==> src/bg_pkg.sv <==
package bg_pkg;

	// ==============================
	// Picture memory geometry
	// ==============================

	// One 32-bit word per pixel
	localparam int PIC_WORDS = 1024;
	localparam int PIC_AW = 10;

	// Download byte address
	// bit 0 picks the byte in a half-word, bit 1 the half in a word
	localparam int DL_AW = 12;

	// Download index used for a background picture
	localparam logic [7:0] BG_INDEX = 8'd2;

	// First pixel when the picture is walked backwards
	localparam logic [PIC_AW-1:0] FLIP_START = PIC_AW'(PIC_WORDS - 1);

	// ==============================
	// Picture word
	// ==============================

	// Channel positions in the channel view, most significant first
	localparam int CH_A = 3;
	localparam int CH_B = 2;
	localparam int CH_G = 1;
	localparam int CH_R = 0;

	// Written as two half-words, read back as four colour channels
	typedef union packed
	{
		logic [1:0][15:0] half;
		logic [3:0][7:0] chan;
	} pic_word_t;

endpackage

==> src/bg_loader.sv <==
`timescale 1ns/10ps

module bg_loader
(
	input  logic                       clk_sys,
	input  logic                       reset,
	input  logic                       dl_active,
	input  logic [7:0]                 dl_index,
	input  logic                       dl_wr,
	input  logic [bg_pkg::DL_AW-1:0]   dl_addr,
	input  logic [7:0]                 dl_data,
	output logic                       wr_en,
	output logic [bg_pkg::PIC_AW:0]    wr_addr,
	output logic [15:0]                wr_data,
	output logic                       use_bg
);

	logic       bg_take;
	logic [7:0] lo_byte;

	// Only bytes of a background download are taken
	assign bg_take = dl_wr && dl_active && (dl_index == bg_pkg::BG_INDEX);

	// Even byte waits here for its odd partner
	always_ff @(posedge clk_sys)
	begin
		if (bg_take && !dl_addr[0])
			lo_byte <= dl_data;
	end

	// Half-word payload, formed on the odd byte
	always_ff @(posedge clk_sys)
	begin
		if (bg_take && dl_addr[0])
		begin
			wr_addr <= dl_addr[bg_pkg::DL_AW-1:1];
			wr_data <= {dl_data, lo_byte};
		end
	end

	// One-cycle write strobe and the sticky overlay enable
	always_ff @(posedge clk_sys)
	begin
		if (reset)
		begin
			wr_en <= 1'b0;
			use_bg <= 1'b0;
		end
		else
		begin
			wr_en <= bg_take && dl_addr[0];
			if (bg_take && dl_addr[0])
				use_bg <= 1'b1;
		end
	end

endmodule

==> config.mk <==
export PLATFORM = sky130hd
export DESIGN_NAME = bg_loader
export DESIGN_NICKNAME = d
export VERILOG_FILES = /design/src/bg_pkg.sv /design/src/bg_loader.sv
export SDC_FILE = /design/constraint.sdc
export NUM_CORES = 1
export LEC_CHECK = 0
export CORE_UTILIZATION = 40
export CTS_CLUSTER_SIZE = 30
export DETAILED_ROUTE_END_ITERATION = 10
export DONT_BUFFER_PORTS = 1
export PLACE_DENSITY = 0.59
export SETUP_SLACK_MARGIN = 0.15
export SYNTH_ARGS = -nofsm -noshare
export SYNTH_HDL_FRONTEND = slang
export SYNTH_SLANG_ARGS = --single-unit
==> constraint.sdc <==
create_clock -name clk_sys -period 3.9 [get_ports clk_sys]
set_input_delay 0.39 -clock clk_sys [delete_from_list [all_inputs] [get_ports clk_sys]]
set_output_delay 0.39 -clock clk_sys [all_outputs]
set_load 0.02 [all_outputs]
==> reports/qor.csv <==
stage,metric,value,unit
critical_path,CP max-delay cell,nor2_1,
cells_and_area,P&R area growth vs syn,9.472,%
power,switching part of the total,17.79,%
cts,total setup buffers inserted after CTS,0,
critical_path,Worst setup SP type,input port,
cells_and_area,Fill cells,243,
logic_synthesis,Synth area leaders,"edfxtp_1 90%, dfxtp_1 3.4%, or4_1 1.3%",
critical_path,WP buf/inv,0,
cells_and_area,multi-input logic area,72.57,um2
logic_synthesis,Ys Warns,0,
sta,Fin Hold WS,158.5,ps
sta,clock skew,8.332,ps
grt,vias in the first global route,465,
critical_path,largest fanout on the critical path,8,
power,internal cell power,0.5022,mW
sta,minimum clock period after layout,1983,ps
floorplanning,Die Y,55.91,um
detailed_routing,vias per cell,5.461,
floorplanning,Cell Rows,19,
power,Switch Pwr,0.1086,mW
power,maximum VDD drop,343.4,uV
sta,period utilization,50.85,%
cts,CTS tree,done,
floorplanning,die area,3125,um2
cells_and_area,Layout Cells excl Fill,89,
power,Logic pwr share,0.3,%
sta,Max Slew Vio Count,0,
logic_synthesis,"FF+latch count, synth",37,
floorplanning,Die Wd,55.91,um
sta,Final Worst Setup Slack,1917,ps
critical_path,reg-to-reg endpoint,use_bg,
cells_and_area,Seq. cell area,1091,um2
cells_and_area,most frequent cells in the layout,"35 x edfxtp_1, 5 x clkbuf_4",
floorplanning,Initial Util,42.15,%
cells_and_area,Layout Utilization,46.14,%
cells_and_area,Total Nets Final,89,
critical_path,internal reg-to-reg setup slack,3170,ps
detailed_routing,Antenna Nets Post-Route,0,
critical_path,Critical Path Start,dl_index[3],
cts,Worst-Skew Late Latency,320,ps
sta,"Hold Vio Cnt, Final",0,
critical_path,Slowest Stage Delay on Critical Path,580,ps
power,LEAKAGE,0.3847,nW
cts,cts repair resizes,0,
outcome,status,finished clean,
sta,setup TNS,0,ps
sta,worst slew pin tran,736.6,ps
worst_hold_path,Worst Hold Class,input port to flip-flop,
floorplanning,num ports,61,
sta,RSZ-0062 raised after global routing,false,
cts,clk slew on worst S/H paths,100,ps
power,Power Density,480.0,nW/um2
floorplanning,core area,2758,um2
critical_path,WP depth,3,
logic_synthesis,Synth Area per Inst,24.22,um2
critical_path,CP Capture Type,flip-flop,
critical_path,critical-path cell list,"or4_1, or4_1, nor2_1",
detailed_routing,Iteration-0 DRC Markers,11,
grt,remaining global-route overflow,0,
power,Flop pwr share,70.8,%
cts,CTS H-tree depth,2,
placement,buffers added on ports,0,
grt,first-pass GRT wire length,2.194,mm
logic_synthesis,Synth Instances,48,
placement,HPWL after DPL,1.078,mm
cells_and_area,ANT cells,0,
detailed_routing,Vias,486,
cts,cts bufs inserted,5,
critical_path,RR Startpoint,use_bg,
cells_and_area,design area,1272,um2
job,max cap viols,0,
grt,GRT Total Usage,10.23,%
critical_path,critical setup path kind,input port to flip-flop,
placement,DP Cell Count,81,
logic_synthesis,synthesized cell area,1162,um2
placement,pre-CTS setup slack,1554,ps
detailed_routing,first-pass iteration count of the detailed router,3,
sta,final setup fails,0,
cts,CTS root buf,clkbuf_4,
logic_synthesis,register area share after synthesis,93.86,%
cells_and_area,share of cells above drive strength 1,18.97,%
logic_synthesis,Synth Net Count,80,
critical_path,crit path capture,lo_byte[7],
cts,CTS sink count,37,
critical_path,Crit path arrival time,1930,ps
detailed_routing,DRC errors left,0,
detailed_routing,total wire length,1.517,mm
critical_path,Worst Path Required,3850,ps
placement,gp weighted congestion,0.7073,
cells_and_area,"most common cell after layout, fill and taps aside",edfxtp_1,
logic_synthesis,top cell type's share of synthesized area,90.42,%
critical_path,Most common cell on crit path,or4_1,
power,clock power share,28.9,%
sta,Fmax,504.3,MHz
critical_path,family with the most delay on the worst path,simple AND/OR/NAND/NOR gates,
detailed_routing,Routed wire per std cell,17.04,um
placement,dpl cell area,1221,um2
critical_path,Worst Reg-to-Reg Cells,2,
grt,initial antenna violation count,0,
logic_synthesis,Cell variety after synth,11,
logic_synthesis,"area leader, netlist",edfxtp_1,
cts,hold-fix buffers at CTS,0,
sta,Slew HR,50.71,%
cts,Bufs on Longest Clock Path,2,
power,Design Power,0.6108,mW
grt,pin count of the biggest net entering global routing,17,
## final cells by class
class                           instances  area share (%)
Multi-Input combinational cell         10           5.703
Clock buffer                            6           3.245
Inverter                                1          0.2950
Clock inverter                          2          0.7866
Tap cell                               31           3.048
Timing Repair Buffer                    2           1.180
Sequential cell                        37           85.74
## state kept, by name, indices dropped and copies added, names as in the netlist
name,cells
wr_data,16
wr_addr,11
lo_byte,8
use_bg,1
wr_en,1
## logic make-up after synthesis
| logic type | count (synthesis) | share of synthesized area, % |
|---|---|---|
| buffers and inverters | 1 | 0.3226 |
| AND/OR/NAND/NOR | 9 | 5.060 |
| AO/OA/AOI/OAI | 1 | 0.7536 |
| flip-flops | 37 | 93.86 |
## routing by layer
metal / share of wire, % / up-vias / GRT usage [%]
met5: 0 / - / 0
met4: 2.5 / 0 / 6.272
met3: 15 / 7 / 8.605
met2: 50 / 47 / 16.35
met1: 33 / 223 / 8.399
li1: - / 209 / -
## worst min path at each step
stage | slack, ps | endpoint | cells past startpoint | startpoint
floorplan | 400 | wr_data[0] | 0 | lo_byte[0]
global placement | 410 | wr_data[6] | 0 | lo_byte[6]
detailed placement | 410 | wr_data[1] | 0 | lo_byte[1]
CTS | 140 | wr_data[10] | 0 | dl_data[2]
global route | 130 | wr_data[9] | 0 | dl_data[1]
finish | 160 | lo_byte[6] | 0 | dl_data[6]
## power groups by stage
stage               Clock [mW]  Combinational [mW]  Sequential [mW]
floorplan                    0             0.00166            0.442
global placement             0             0.00184            0.442
detailed placement           0             0.00203            0.442
CTS                      0.188             0.00203            0.433
global route             0.201             0.00214            0.433
finish                   0.176             0.00199            0.433
## synth_stat cells
library cell / count
or4b_2: 1
dfxtp_1: 2
nand2b_1: 1
nand4b_1: 1
or3_1: 1
nor2_1: 2
or4_1: 2
o32ai_1: 1
edfxtp_1: 35
inv_1: 1
nor3_1: 1
No activity file was read; power rests on OpenSTA's default activity.
