<file path="src/bg_pkg.sv">
package bg_pkg;

	// ==============================
	// Picture memory geometry
	// ==============================

	// One 32-bit word per pixel
	localparam int PIC_WORDS = 1024;
	localparam int PIC_AW = 10;

	// Download byte address
	// bit 0 picks the byte in a half-word, bit 1 the half in a word
	localparam int DL_AW = 12;

	// Download index used for a background picture
	localparam logic [7:0] BG_INDEX = 8'd2;

	// First pixel when the picture is walked backwards
	localparam logic [PIC_AW-1:0] FLIP_START = PIC_AW'(PIC_WORDS - 1);

	// ==============================
	// Picture word
	// ==============================

	// Channel positions in the channel view, most significant first
	localparam int CH_A = 3;
	localparam int CH_B = 2;
	localparam int CH_G = 1;
	localparam int CH_R = 0;

	// Written as two half-words, read back as four colour channels
	typedef union packed
	{
		logic [1:0][15:0] half;
		logic [3:0][7:0] chan;
	} pic_word_t;

endpackage

</file>
<file path="src/bg_scanout.sv">
`timescale 1ns/10ps

module bg_scanout
(
	input  logic                        clk_sys,
	input  logic                        reset,
	input  logic                        use_bg,
	input  logic                        flip,
	input  logic                        ce_pix,
	input  logic                        hblank,
	input  logic                        vblank,
	input  logic                        vsync,
	input  logic [7:0]                  fg_r,
	input  logic [7:0]                  fg_g,
	input  logic [7:0]                  fg_b,
	input  bg_pkg::pic_word_t           rd_data,
	output logic [bg_pkg::PIC_AW-1:0]   rd_addr,
	output logic [7:0]                  out_r,
	output logic [7:0]                  out_g,
	output logic [7:0]                  out_b
);

	logic [bg_pkg::PIC_AW-1:0] pix_addr;
	logic                      vs_old;
	logic                      vs_rise;
	logic                      active;
	logic [7:0]                bg_a;
	logic [7:0]                bg_b;
	logic [7:0]                bg_g;
	logic [7:0]                bg_r;
	logic                      fg_lit;
	logic                      show_fg;

	// ==============================
	// Address stepping
	// ==============================

	assign active = !hblank && !vblank;
	assign vs_rise = !vs_old && vsync;

	always_ff @(posedge clk_sys)
	begin
		if (reset)
		begin
			pix_addr <= '0;
			vs_old <= 1'b0;
		end
		else if (ce_pix)
		begin
			vs_old <= vsync;
			// Frame restart wins over the step
			if (vs_rise)
				pix_addr <= flip ? bg_pkg::FLIP_START : '0;
			else if (active)
				pix_addr <= flip ? pix_addr - 1'b1 : pix_addr + 1'b1;
		end
	end

	assign rd_addr = pix_addr;

	// ==============================
	// Background capture
	// ==============================

	// Word read at the address held since the previous enable
	always_ff @(posedge clk_sys)
	begin
		if (reset)
		begin
			bg_a <= '0;
			bg_b <= '0;
			bg_g <= '0;
			bg_r <= '0;
		end
		else if (ce_pix)
		begin
			if (use_bg)
			begin
				bg_a <= rd_data.chan[bg_pkg::CH_A];
				bg_b <= rd_data.chan[bg_pkg::CH_B];
				bg_g <= rd_data.chan[bg_pkg::CH_G];
				bg_r <= rd_data.chan[bg_pkg::CH_R];
			end
			else
			begin
				// Overlay off, background stays black and transparent
				bg_a <= '0;
				bg_b <= '0;
				bg_g <= '0;
				bg_r <= '0;
			end
		end
	end

	// Foreground wins where lit, unless alpha gives the background priority
	assign fg_lit = |{fg_r, fg_g, fg_b};
	assign show_fg = fg_lit && (bg_a == 8'd0);

	assign out_r = show_fg ? fg_r : bg_r;
	assign out_g = show_fg ? fg_g : bg_g;
	assign out_b = show_fg ? fg_b : bg_b;

endmodule

</file>
<file path="config.mk">
export PLATFORM = sky130hd
export DESIGN_NAME = bg_scanout
export DESIGN_NICKNAME = d
export VERILOG_FILES = /design/src/bg_pkg.sv /design/src/bg_scanout.sv
export SDC_FILE = /design/constraint.sdc
export NUM_CORES = 1
export LEC_CHECK = 0
export BUFFER_PORTS_ARGS = -buffer_cell sky130_fd_sc_hd__buf_4
export CORE_UTILIZATION = 48
export DETAILED_ROUTE_END_ITERATION = 16
export GPL_TIMING_DRIVEN = 0
export PLACE_DENSITY_LB_ADDON = 0.2
export SETUP_SLACK_MARGIN = 0.1
export SYNTH_ARGS = -nofsm -noshare
export SYNTH_HDL_FRONTEND = slang
export SYNTH_SLANG_ARGS = --single-unit
</file>
<file path="constraint.sdc">
create_clock -name clk_sys -period 1.92 [get_ports clk_sys]
set_input_delay 0.192 -clock clk_sys [delete_from_list [all_inputs] [get_ports clk_sys]]
set_output_delay 0.192 -clock clk_sys [all_outputs]
set_load 0.05 [all_outputs]
</file>
==> impl_metrics.xml, run 1 <==
<?xml version="1.0" encoding="UTF-8"?>
<metrics>
  <group name="setup_path">
    <metric name="cpMostUsedCell" unit="">buf_6</metric>
    <metric name="regToRegSetupSlack" unit="ns">0.17</metric>
    <metric name="slowest_stage" unit="">nor4_1</metric>
    <metric name="cp_max_fo" unit="">5</metric>
    <metric name="data_arrival_time_at_the_worst_slack_endpoint" unit="ns">1.87</metric>
    <metric name="max_stage_delay" unit="ns">0.34</metric>
    <metric name="count_of_buffer_and_inverter_cells_on_the_critical_path" unit="">4</metric>
    <metric name="worstSetupStartpointType" unit="">input port</metric>
    <metric name="startpoint" unit="">fg_g[5]</metric>
    <metric name="cp_top_family" unit="">simple AND/OR/NAND/NOR gates</metric>
    <metric name="path_cells" unit="">buf_4 -&gt; nor4_1 -&gt; nand4_1 -&gt; o211ai_4 -&gt; buf_6 -&gt; buf_6 -&gt; mux2_4 -&gt; buf_8</metric>
    <metric name="timing.critical_path.to_type" unit="">primary output</metric>
    <metric name="worst_ep_required_time" unit="ns">1.73</metric>
    <metric name="crit_type" unit="">input port to primary output</metric>
    <metric name="worstReg2RegStart" unit="">rd_addr[2]</metric>
  </group>
  <group name="sta">
    <metric name="clock-skew-final" unit="ns">0.00135</metric>
    <metric name="setup_repair_after_global_routing_missed_its_margin" unit="">yes</metric>
    <metric name="slew_headroom" unit="%">66.0</metric>
    <metric name="worst_slew_pin_slew" unit="ns">0.510</metric>
    <metric name="timing.final.crit_period" unit="ns">2.06</metric>
    <metric name="final.setup.tns" unit="ns">-3.11</metric>
    <metric name="timing.fmax" unit="GHz">0.484</metric>
    <metric name="final.period_utilization" unit="%">108</metric>
    <metric name="final-max-slew-violation-count" unit="">0</metric>
    <metric name="hold_viol" unit="">0</metric>
    <metric name="finalSetupViolations" unit="">24</metric>
    <metric name="setup_ws" unit="ns">-0.145</metric>
  </group>
  <group name="synth">
    <metric name="ys_ff_latch" unit="">43</metric>
    <metric name="synth.yosys.seq_area_share" unit="%">37.1</metric>
    <metric name="synth-main-ff-cell" unit="">dfxtp_1</metric>
    <metric name="synth-async-reset-ratio" unit="%">0</metric>
    <metric name="syn_area" unit="um^2">2320</metric>
    <metric name="syn_avg_cell_area" unit="um^2">8.56</metric>
    <metric name="post_syn_nets" unit="">344</metric>
    <metric name="synth-edff-count" unit="">0</metric>
    <metric name="yosys_warning_total" unit="">0</metric>
    <metric name="syn-instance-count" unit="">271</metric>
    <metric name="synthTopCellsByArea" unit="">dfxtp_1, mux2_2, a21oi_1</metric>
    <metric name="yosys.cell_types.count" unit="">35</metric>
    <metric name="synth_top_area_share" unit="%">37.1</metric>
    <metric name="post-synth-top-area-cell" unit="">dfxtp_1</metric>
  </group>
  <group name="detailed_routing">
    <metric name="drcViolationCount" unit="">0</metric>
    <metric name="post_drt_wl_per_cell" unit="um">16.9</metric>
    <metric name="ant_nets_after_route" unit="">0</metric>
    <metric name="met1Wirelength" unit="mm">3.06</metric>
    <metric name="route.met3.wl" unit="um">424</metric>
    <metric name="vias" unit="">2426</metric>
    <metric name="first_pass_iters" unit="">4</metric>
    <metric name="dr_wl_met2" unit="mm">3.62</metric>
    <metric name="top_layer" unit="">met4</metric>
    <metric name="drc_violation_total_after_the_first_tritonroute_iteration" unit="">218</metric>
    <metric name="finalWirelength" unit="mm">7.29</metric>
    <metric name="viasPerCell" unit="">5.62</metric>
  </group>
  <group name="global_routing">
    <metric name="grt_start_max_net_pins" unit="">13</metric>
    <metric name="grt_antenna_before_repair" unit="">0</metric>
    <metric name="first_global_vias" unit="">2245</metric>
    <metric name="grt_first_pass_wirelength" unit="mm">10.3</metric>
    <metric name="grt-ovfl-total" unit="">0</metric>
    <metric name="grt_usage" unit="%">25.8</metric>
  </group>
  <group name="place">
    <metric name="number_of_placed_cells_counting_well_taps" unit="">418</metric>
    <metric name="dpl-instance-area" unit="um^2">3100</metric>
    <metric name="place_hpwl" unit="mm">4.49</metric>
    <metric name="routabilityCongestion" unit="">0.818</metric>
    <metric name="port_buffers" unit="">95</metric>
  </group>
  <group name="floorplan">
    <metric name="initial_utilization" unit="%">51.5</metric>
    <metric name="fp.dieH" unit="um">71.5</metric>
    <metric name="io_pins" unit="">98</metric>
    <metric name="floorplan.die_area" unit="um^2">5110</metric>
    <metric name="num_rows" unit="">24</metric>
    <metric name="die-width" unit="um">71.5</metric>
    <metric name="fp.coreArea" unit="um^2">4500</metric>
  </group>
  <group name="finish">
    <metric name="filler_cell_count" unit="">291</metric>
    <metric name="flow.area_growth_from_synthesis" unit="%">57.6</metric>
    <metric name="final_cell_mix" unit="">buf_4, a21oi_1, nor2_1</metric>
    <metric name="multi_input_gate_area" unit="um^2">1540</metric>
    <metric name="finalNonFillerCells" unit="">432</metric>
    <metric name="post_route_cells_drive_above_1_share" unit="%">40.0</metric>
    <metric name="area.sequential" unit="um^2">868</metric>
    <metric name="stdcell_area" unit="um^2">3650</metric>
    <metric name="layout_commonest_cell" unit="">buf_4</metric>
    <metric name="number_of_antenna_cells_inserted" unit="">0</metric>
    <metric name="final_net_count" unit="">453</metric>
  </group>
  <group name="status">
    <metric name="status" unit="">complete, but fails checks</metric>
    <metric name="failing_checks" unit="">negative setup slack</metric>
  </group>
  <group name="worst_hold_path">
    <metric name="worst_hold_path_type" unit="">input port to flip-flop</metric>
    <metric name="hold_path.startpoint" unit="">rd_data[17]</metric>
  </group>
  <group name="pwr">
    <metric name="power.leakage" unit="nW">1.68</metric>
    <metric name="max-vdd-ir-drop" unit="mV">0.560</metric>
    <metric name="p_per_area" unit="nW/um^2">805</metric>
  </group>
  <group name="clocking">
    <metric name="holdBufCountCts" unit="">0</metric>
    <metric name="cts.sink_count" unit="">43</metric>
    <metric name="tritoncts_clock_tree" unit="">yes</metric>
    <metric name="path_clk_slew" unit="ns">0.08</metric>
    <metric name="cts.htree.levels" unit="">2</metric>
    <metric name="clock_path_buffers" unit="">2</metric>
    <metric name="root_buffer" unit="">clkbuf_8</metric>
    <metric name="cts-buffers-inserted" unit="">5</metric>
    <metric name="clkLatencyLatePin" unit="ns">0.30</metric>
  </group>
  <group name="run">
    <metric name="maxCapViolCount" unit="">0</metric>
  </group>
</metrics>
-- Yosys cell counts, types with 3 or more instances --
cell       n
nor2b_1   33
xnor2_1    4
nand4_1    3
ha_1       8
a21o_1     4
nor2_1    39
mux2_2    24
buf_2      3
a21oi_1   43
clkbuf_1  11
o21ai_0   10
xor2_1     3
nand2_1    8
nor4_1     8
dfxtp_1   43
-- path summary, 6_finish.rpt --
path	to	depth (start not counted)
setup / recovery	out_r[1]	8
hold / removal	bg_b[1]	3
setup reg to reg	rd_addr[5]	8
hold reg to reg	rd_addr[5]	2
-- power breakdown --
part | switching (mW) | leakage (nW) | internal (mW)
clock | 0.318 | 0.0513 | 0.382
combinational | 0.667 | 1.28 | 0.589
sequential | 0.0410 | 0.354 | 0.943
total | 1.03 | 1.68 | 1.91
-- tightest hold or removal path, delay by kind of cell --
kind / cells / cell delay [ns]
buffers and inverters: 1 / 0.07
and+or+nand+nor: 1 / 0.07
AOI/OAI and AO/OA: 1 / 0.04
-- cell type report --
class / count / share of cell area, %
flip-flops and latches: 43 / 23.8
plain buffers: 17 / 2.36
multi-input cells: 210 / 42.3
clock buffers: 6 / 1.99
inverters: 1 / 0.103
clock inverters: 1 / 0.822
well taps: 52 / 1.78
repair buffers: 102 / 26.9
-- logic make-up (layout without fill, tap and decap cells) --
logic type               Yosys count  after routing  share of synthesized area, %
adder cells (fa/ha/maj)            9              9                          5.18
flip-flops                        43             43                          37.1
buffers and inverters             18            127                          3.72
XOR/XNOR                           7              7                          2.64
AND/OR/NAND/NOR                   97             97                          21.1
AO/OA/AOI/OAI                     71             71                          17.7
multiplexers                      26             26                          12.5
-- sequential cells by signal, indices dropped and copies added (netlist names) --
register	count
bg_b	8
bg_r	8
rd_addr	10
bg_g	8
bg_a	8
vs_old	1
-- per-layer routing --
layer | global-route usage [%] | vias up
met5 | 0 | -
met4 | 9.59 | 0
met3 | 6.19 | 18
met2 | 43.8 | 99
met1 | 31.9 | 1143
li1 | - | 1166
-- per-stage QoR --
stage               hold WS, ns  power [mW]  util (%)  setup slack, ns
floorplan                 0.331        1.67         -            0.126
global placement          0.413        1.96      68.9           -0.391
detailed placement        0.425        1.97      68.9           -0.393
finish                    0.111        2.94      81.1           -0.145
CTS                       0.116        2.78      76.5          -0.0738
global route              0.114        3.05      81.1           -0.210
-- repair_timing --
action / CTS / global route
resized for setup: 46 / 54
gates cloned: 2 / 0
setup buffers: 4 / 1
setup endpoints to repair: 25 / 27
pin swaps: 6 / 4
Power figures use the tool's default switching activity.
==> run 2, diff against run 1 <==
==> constraint.sdc (replaced) <==
create_clock -name clk_sys -period 1.92 [get_ports clk_sys]
set_input_delay 0.192 -clock clk_sys [delete_from_list [all_inputs] [get_ports clk_sys]]
set_output_delay 0.192 -clock clk_sys [all_outputs]
set_load 0.01 [all_outputs]
==> run 2 against run 1 <==
- the flow still finishes with violations (negative setup slack)
- global-route usage up 0.34 points
- total power decreased by 15%
- worst setup slack improved by 0.070 ns
- via count fell by 3.0%
- fmax up 3.5%
- combinational power is 28% lower
- die area did not move
- core utilization fell by 2.1 points
- sequential share of layout area increased by 0.52 points
- cell count stayed put
- clock-buffer cell count is 1 lower
- highest routed layer unchanged
==> impl_metrics.xml, run 2 (synthesis results as in run 1) <==
<?xml version="1.0" encoding="UTF-8"?>
<metrics>
  <group name="clocking">
    <metric name="clock_path_buffers" unit="">2</metric>
    <metric name="tritoncts_clock_tree" unit="">yes</metric>
    <metric name="cts.htree.levels" unit="">2</metric>
    <metric name="holdBufCountCts" unit="">0</metric>
    <metric name="cts-buffers-inserted" unit="">5</metric>
    <metric name="clkLatencyLatePin" unit="ns">0.30</metric>
    <metric name="path_clk_slew" unit="ns">0.08</metric>
    <metric name="root_buffer" unit="">clkbuf_8</metric>
    <metric name="cts.sink_count" unit="">43</metric>
  </group>
  <group name="setup_path">
    <metric name="worstSetupStartpointType" unit="">input port</metric>
    <metric name="timing.critical_path.to_type" unit="">primary output</metric>
    <metric name="worst_ep_required_time" unit="ns">1.73</metric>
    <metric name="crit_type" unit="">input port to primary output</metric>
    <metric name="worstReg2RegStart" unit="">rd_addr[0]</metric>
    <metric name="r2r-end" unit="">rd_addr[8]</metric>
    <metric name="cp_max_fo" unit="">5</metric>
    <metric name="regToRegSetupSlack" unit="ns">0.20</metric>
    <metric name="r2r.worst_path.cells" unit="">7</metric>
    <metric name="data_arrival_time_at_the_worst_slack_endpoint" unit="ns">1.80</metric>
  </group>
  <group name="global_routing">
    <metric name="grt-ovfl-total" unit="">0</metric>
    <metric name="grt_first_pass_wirelength" unit="mm">10.5</metric>
    <metric name="grt_usage" unit="%">26.1</metric>
    <metric name="grt_start_max_net_pins" unit="">16</metric>
    <metric name="first_global_vias" unit="">2301</metric>
    <metric name="grt_antenna_before_repair" unit="">0</metric>
  </group>
  <group name="floorplan">
    <metric name="die-width" unit="um">71.5</metric>
    <metric name="io_pins" unit="">98</metric>
    <metric name="num_rows" unit="">24</metric>
    <metric name="floorplan.die_area" unit="um^2">5110</metric>
    <metric name="fp.coreArea" unit="um^2">4500</metric>
    <metric name="fp.dieH" unit="um">71.5</metric>
    <metric name="initial_utilization" unit="%">51.5</metric>
  </group>
  <group name="detailed_routing">
    <metric name="post_drt_wl_per_cell" unit="um">15.3</metric>
    <metric name="drcViolationCount" unit="">0</metric>
    <metric name="drc_violation_total_after_the_first_tritonroute_iteration" unit="">100</metric>
    <metric name="vias" unit="">2353</metric>
    <metric name="viasPerCell" unit="">5.45</metric>
    <metric name="ant_nets_after_route" unit="">0</metric>
    <metric name="finalWirelength" unit="mm">6.59</metric>
    <metric name="first_pass_iters" unit="">4</metric>
  </group>
  <group name="finish">
    <metric name="filler_cell_count" unit="">288</metric>
    <metric name="final_net_count" unit="">452</metric>
    <metric name="post_route_cells_drive_above_1_share" unit="%">40.0</metric>
    <metric name="flow.area_growth_from_synthesis" unit="%">53.5</metric>
    <metric name="largest_reg_flops" unit="">10</metric>
    <metric name="finalNonFillerCells" unit="">432</metric>
    <metric name="postLayoutCoreUtil" unit="%">79.0</metric>
    <metric name="stdcell_area" unit="um^2">3560</metric>
    <metric name="number_of_antenna_cells_inserted" unit="">0</metric>
    <metric name="layout_commonest_cell" unit="">buf_4</metric>
    <metric name="multi_input_gate_area" unit="um^2">1560</metric>
    <metric name="area.sequential" unit="um^2">865</metric>
    <metric name="final_cell_mix" unit="">buf_4, a21oi_1, dfxtp_1</metric>
  </group>
  <group name="worst_hold_path">
    <metric name="worst_hold_path_type" unit="">input port to flip-flop</metric>
    <metric name="hold_path.startpoint" unit="">rd_data[2]</metric>
    <metric name="timing.hold.worst_endpoint" unit="">bg_r[2]</metric>
    <metric name="hold_depth" unit="">3</metric>
  </group>
  <group name="sta">
    <metric name="clock-skew-final" unit="ns">0.00739</metric>
    <metric name="setup_ws" unit="ns">-0.0743</metric>
    <metric name="slew_headroom" unit="%">68.9</metric>
    <metric name="final.period_utilization" unit="%">104</metric>
    <metric name="worst_slew_pin_slew" unit="ns">0.467</metric>
    <metric name="final-max-slew-violation-count" unit="">0</metric>
    <metric name="timing.final.crit_period" unit="ns">1.99</metric>
    <metric name="setup_repair_after_global_routing_missed_its_margin" unit="">yes</metric>
    <metric name="timing.fmax" unit="GHz">0.501</metric>
    <metric name="finalSetupViolations" unit="">24</metric>
    <metric name="hold_viol" unit="">0</metric>
  </group>
  <group name="place">
    <metric name="dpl-instance-area" unit="um^2">3100</metric>
    <metric name="routabilityCongestion" unit="">0.815</metric>
    <metric name="place_hpwl" unit="mm">4.51</metric>
    <metric name="number_of_placed_cells_counting_well_taps" unit="">418</metric>
    <metric name="port_buffers" unit="">95</metric>
  </group>
  <group name="pwr">
    <metric name="max-vdd-ir-drop" unit="mV">0.411</metric>
    <metric name="power.leakage" unit="nW">1.63</metric>
    <metric name="finalPower" unit="mW">2.49</metric>
    <metric name="p_per_area" unit="nW/um^2">699</metric>
  </group>
  <group name="status">
    <metric name="failing_checks" unit="">negative setup slack</metric>
    <metric name="status" unit="">complete, but fails checks</metric>
  </group>
  <group name="run">
    <metric name="maxCapViolCount" unit="">0</metric>
  </group>
</metrics>
-- run 2: area by class of cell --
type,instances,share of cell area [%]
well taps,52,1.83
clock buffers,5,1.93
flip-flops and latches,43,24.3
repair buffers,101,24.9
multi-input cells,210,43.9
inverters,1,0.105
clock inverters,3,0.668
plain buffers,17,2.43
-- run 2: critical path, cell delays in order --
cell and delay [ns]:
buf_4 0.13, nor4_4 0.30, nand4_1 0.22, o211ai_4 0.25
buf_6 0.15, buf_8 0.13, mux2_4 0.31, buf_6 0.13
-- run 2: how the worst max path moves through the flow --
| stage | from | end | slack, ns | cells past startpoint |
|---|---|---|---|---|
| floorplan | rd_addr[0] | rd_addr[8] | 0.23 | 7 |
| global placement | fg_r[0] | out_r[1] | -0.41 | 7 |
| detailed placement | fg_r[0] | out_b[0] | -0.40 | 7 |
| CTS | bg_a[6] | out_r[1] | -0.07 | 6 |
| global route | fg_r[0] | out_b[2] | -0.17 | 8 |
| finish | fg_g[4] | out_b[2] | -0.07 | 8 |
-- run 2: per-stage QoR --
stage	setup TNS (ns)	worst slack, ns	hold slack [ns]
2_1_floorplan	0	0.231	0.331
3_3_place_gp	-9.01	-0.413	0.415
3_5_place_dp	-8.63	-0.400	0.424
4_1_cts	-1.22	-0.0666	0.106
5_1_grt	-3.78	-0.173	0.103
6_report	-1.47	-0.0743	0.115
-- run 2: repair_timing --
item	CTS	global route
buffers inserted	4	0
gates cloned	2	0
pin swaps	5	5
gates resized for setup	57	20
setup endpoints to repair	25	28
-- run 2: layer usage --
layer,routed length (um),vias to the layer above,track usage [%]
met5,0,-,0
met4,107,0,7.63
met3,407,14,5.49
met2,3220,83,45.0
met1,2860,1085,33.2
li1,-,1171,-
-- run 2: power breakdown --
| group | switching, mW | internal [mW] |
|---|---|---|
| logic | 0.379 | 0.529 |
| clock network | 0.337 | 0.260 |
| registers | 0.0409 | 0.942 |
| total | 0.757 | 1.73 |
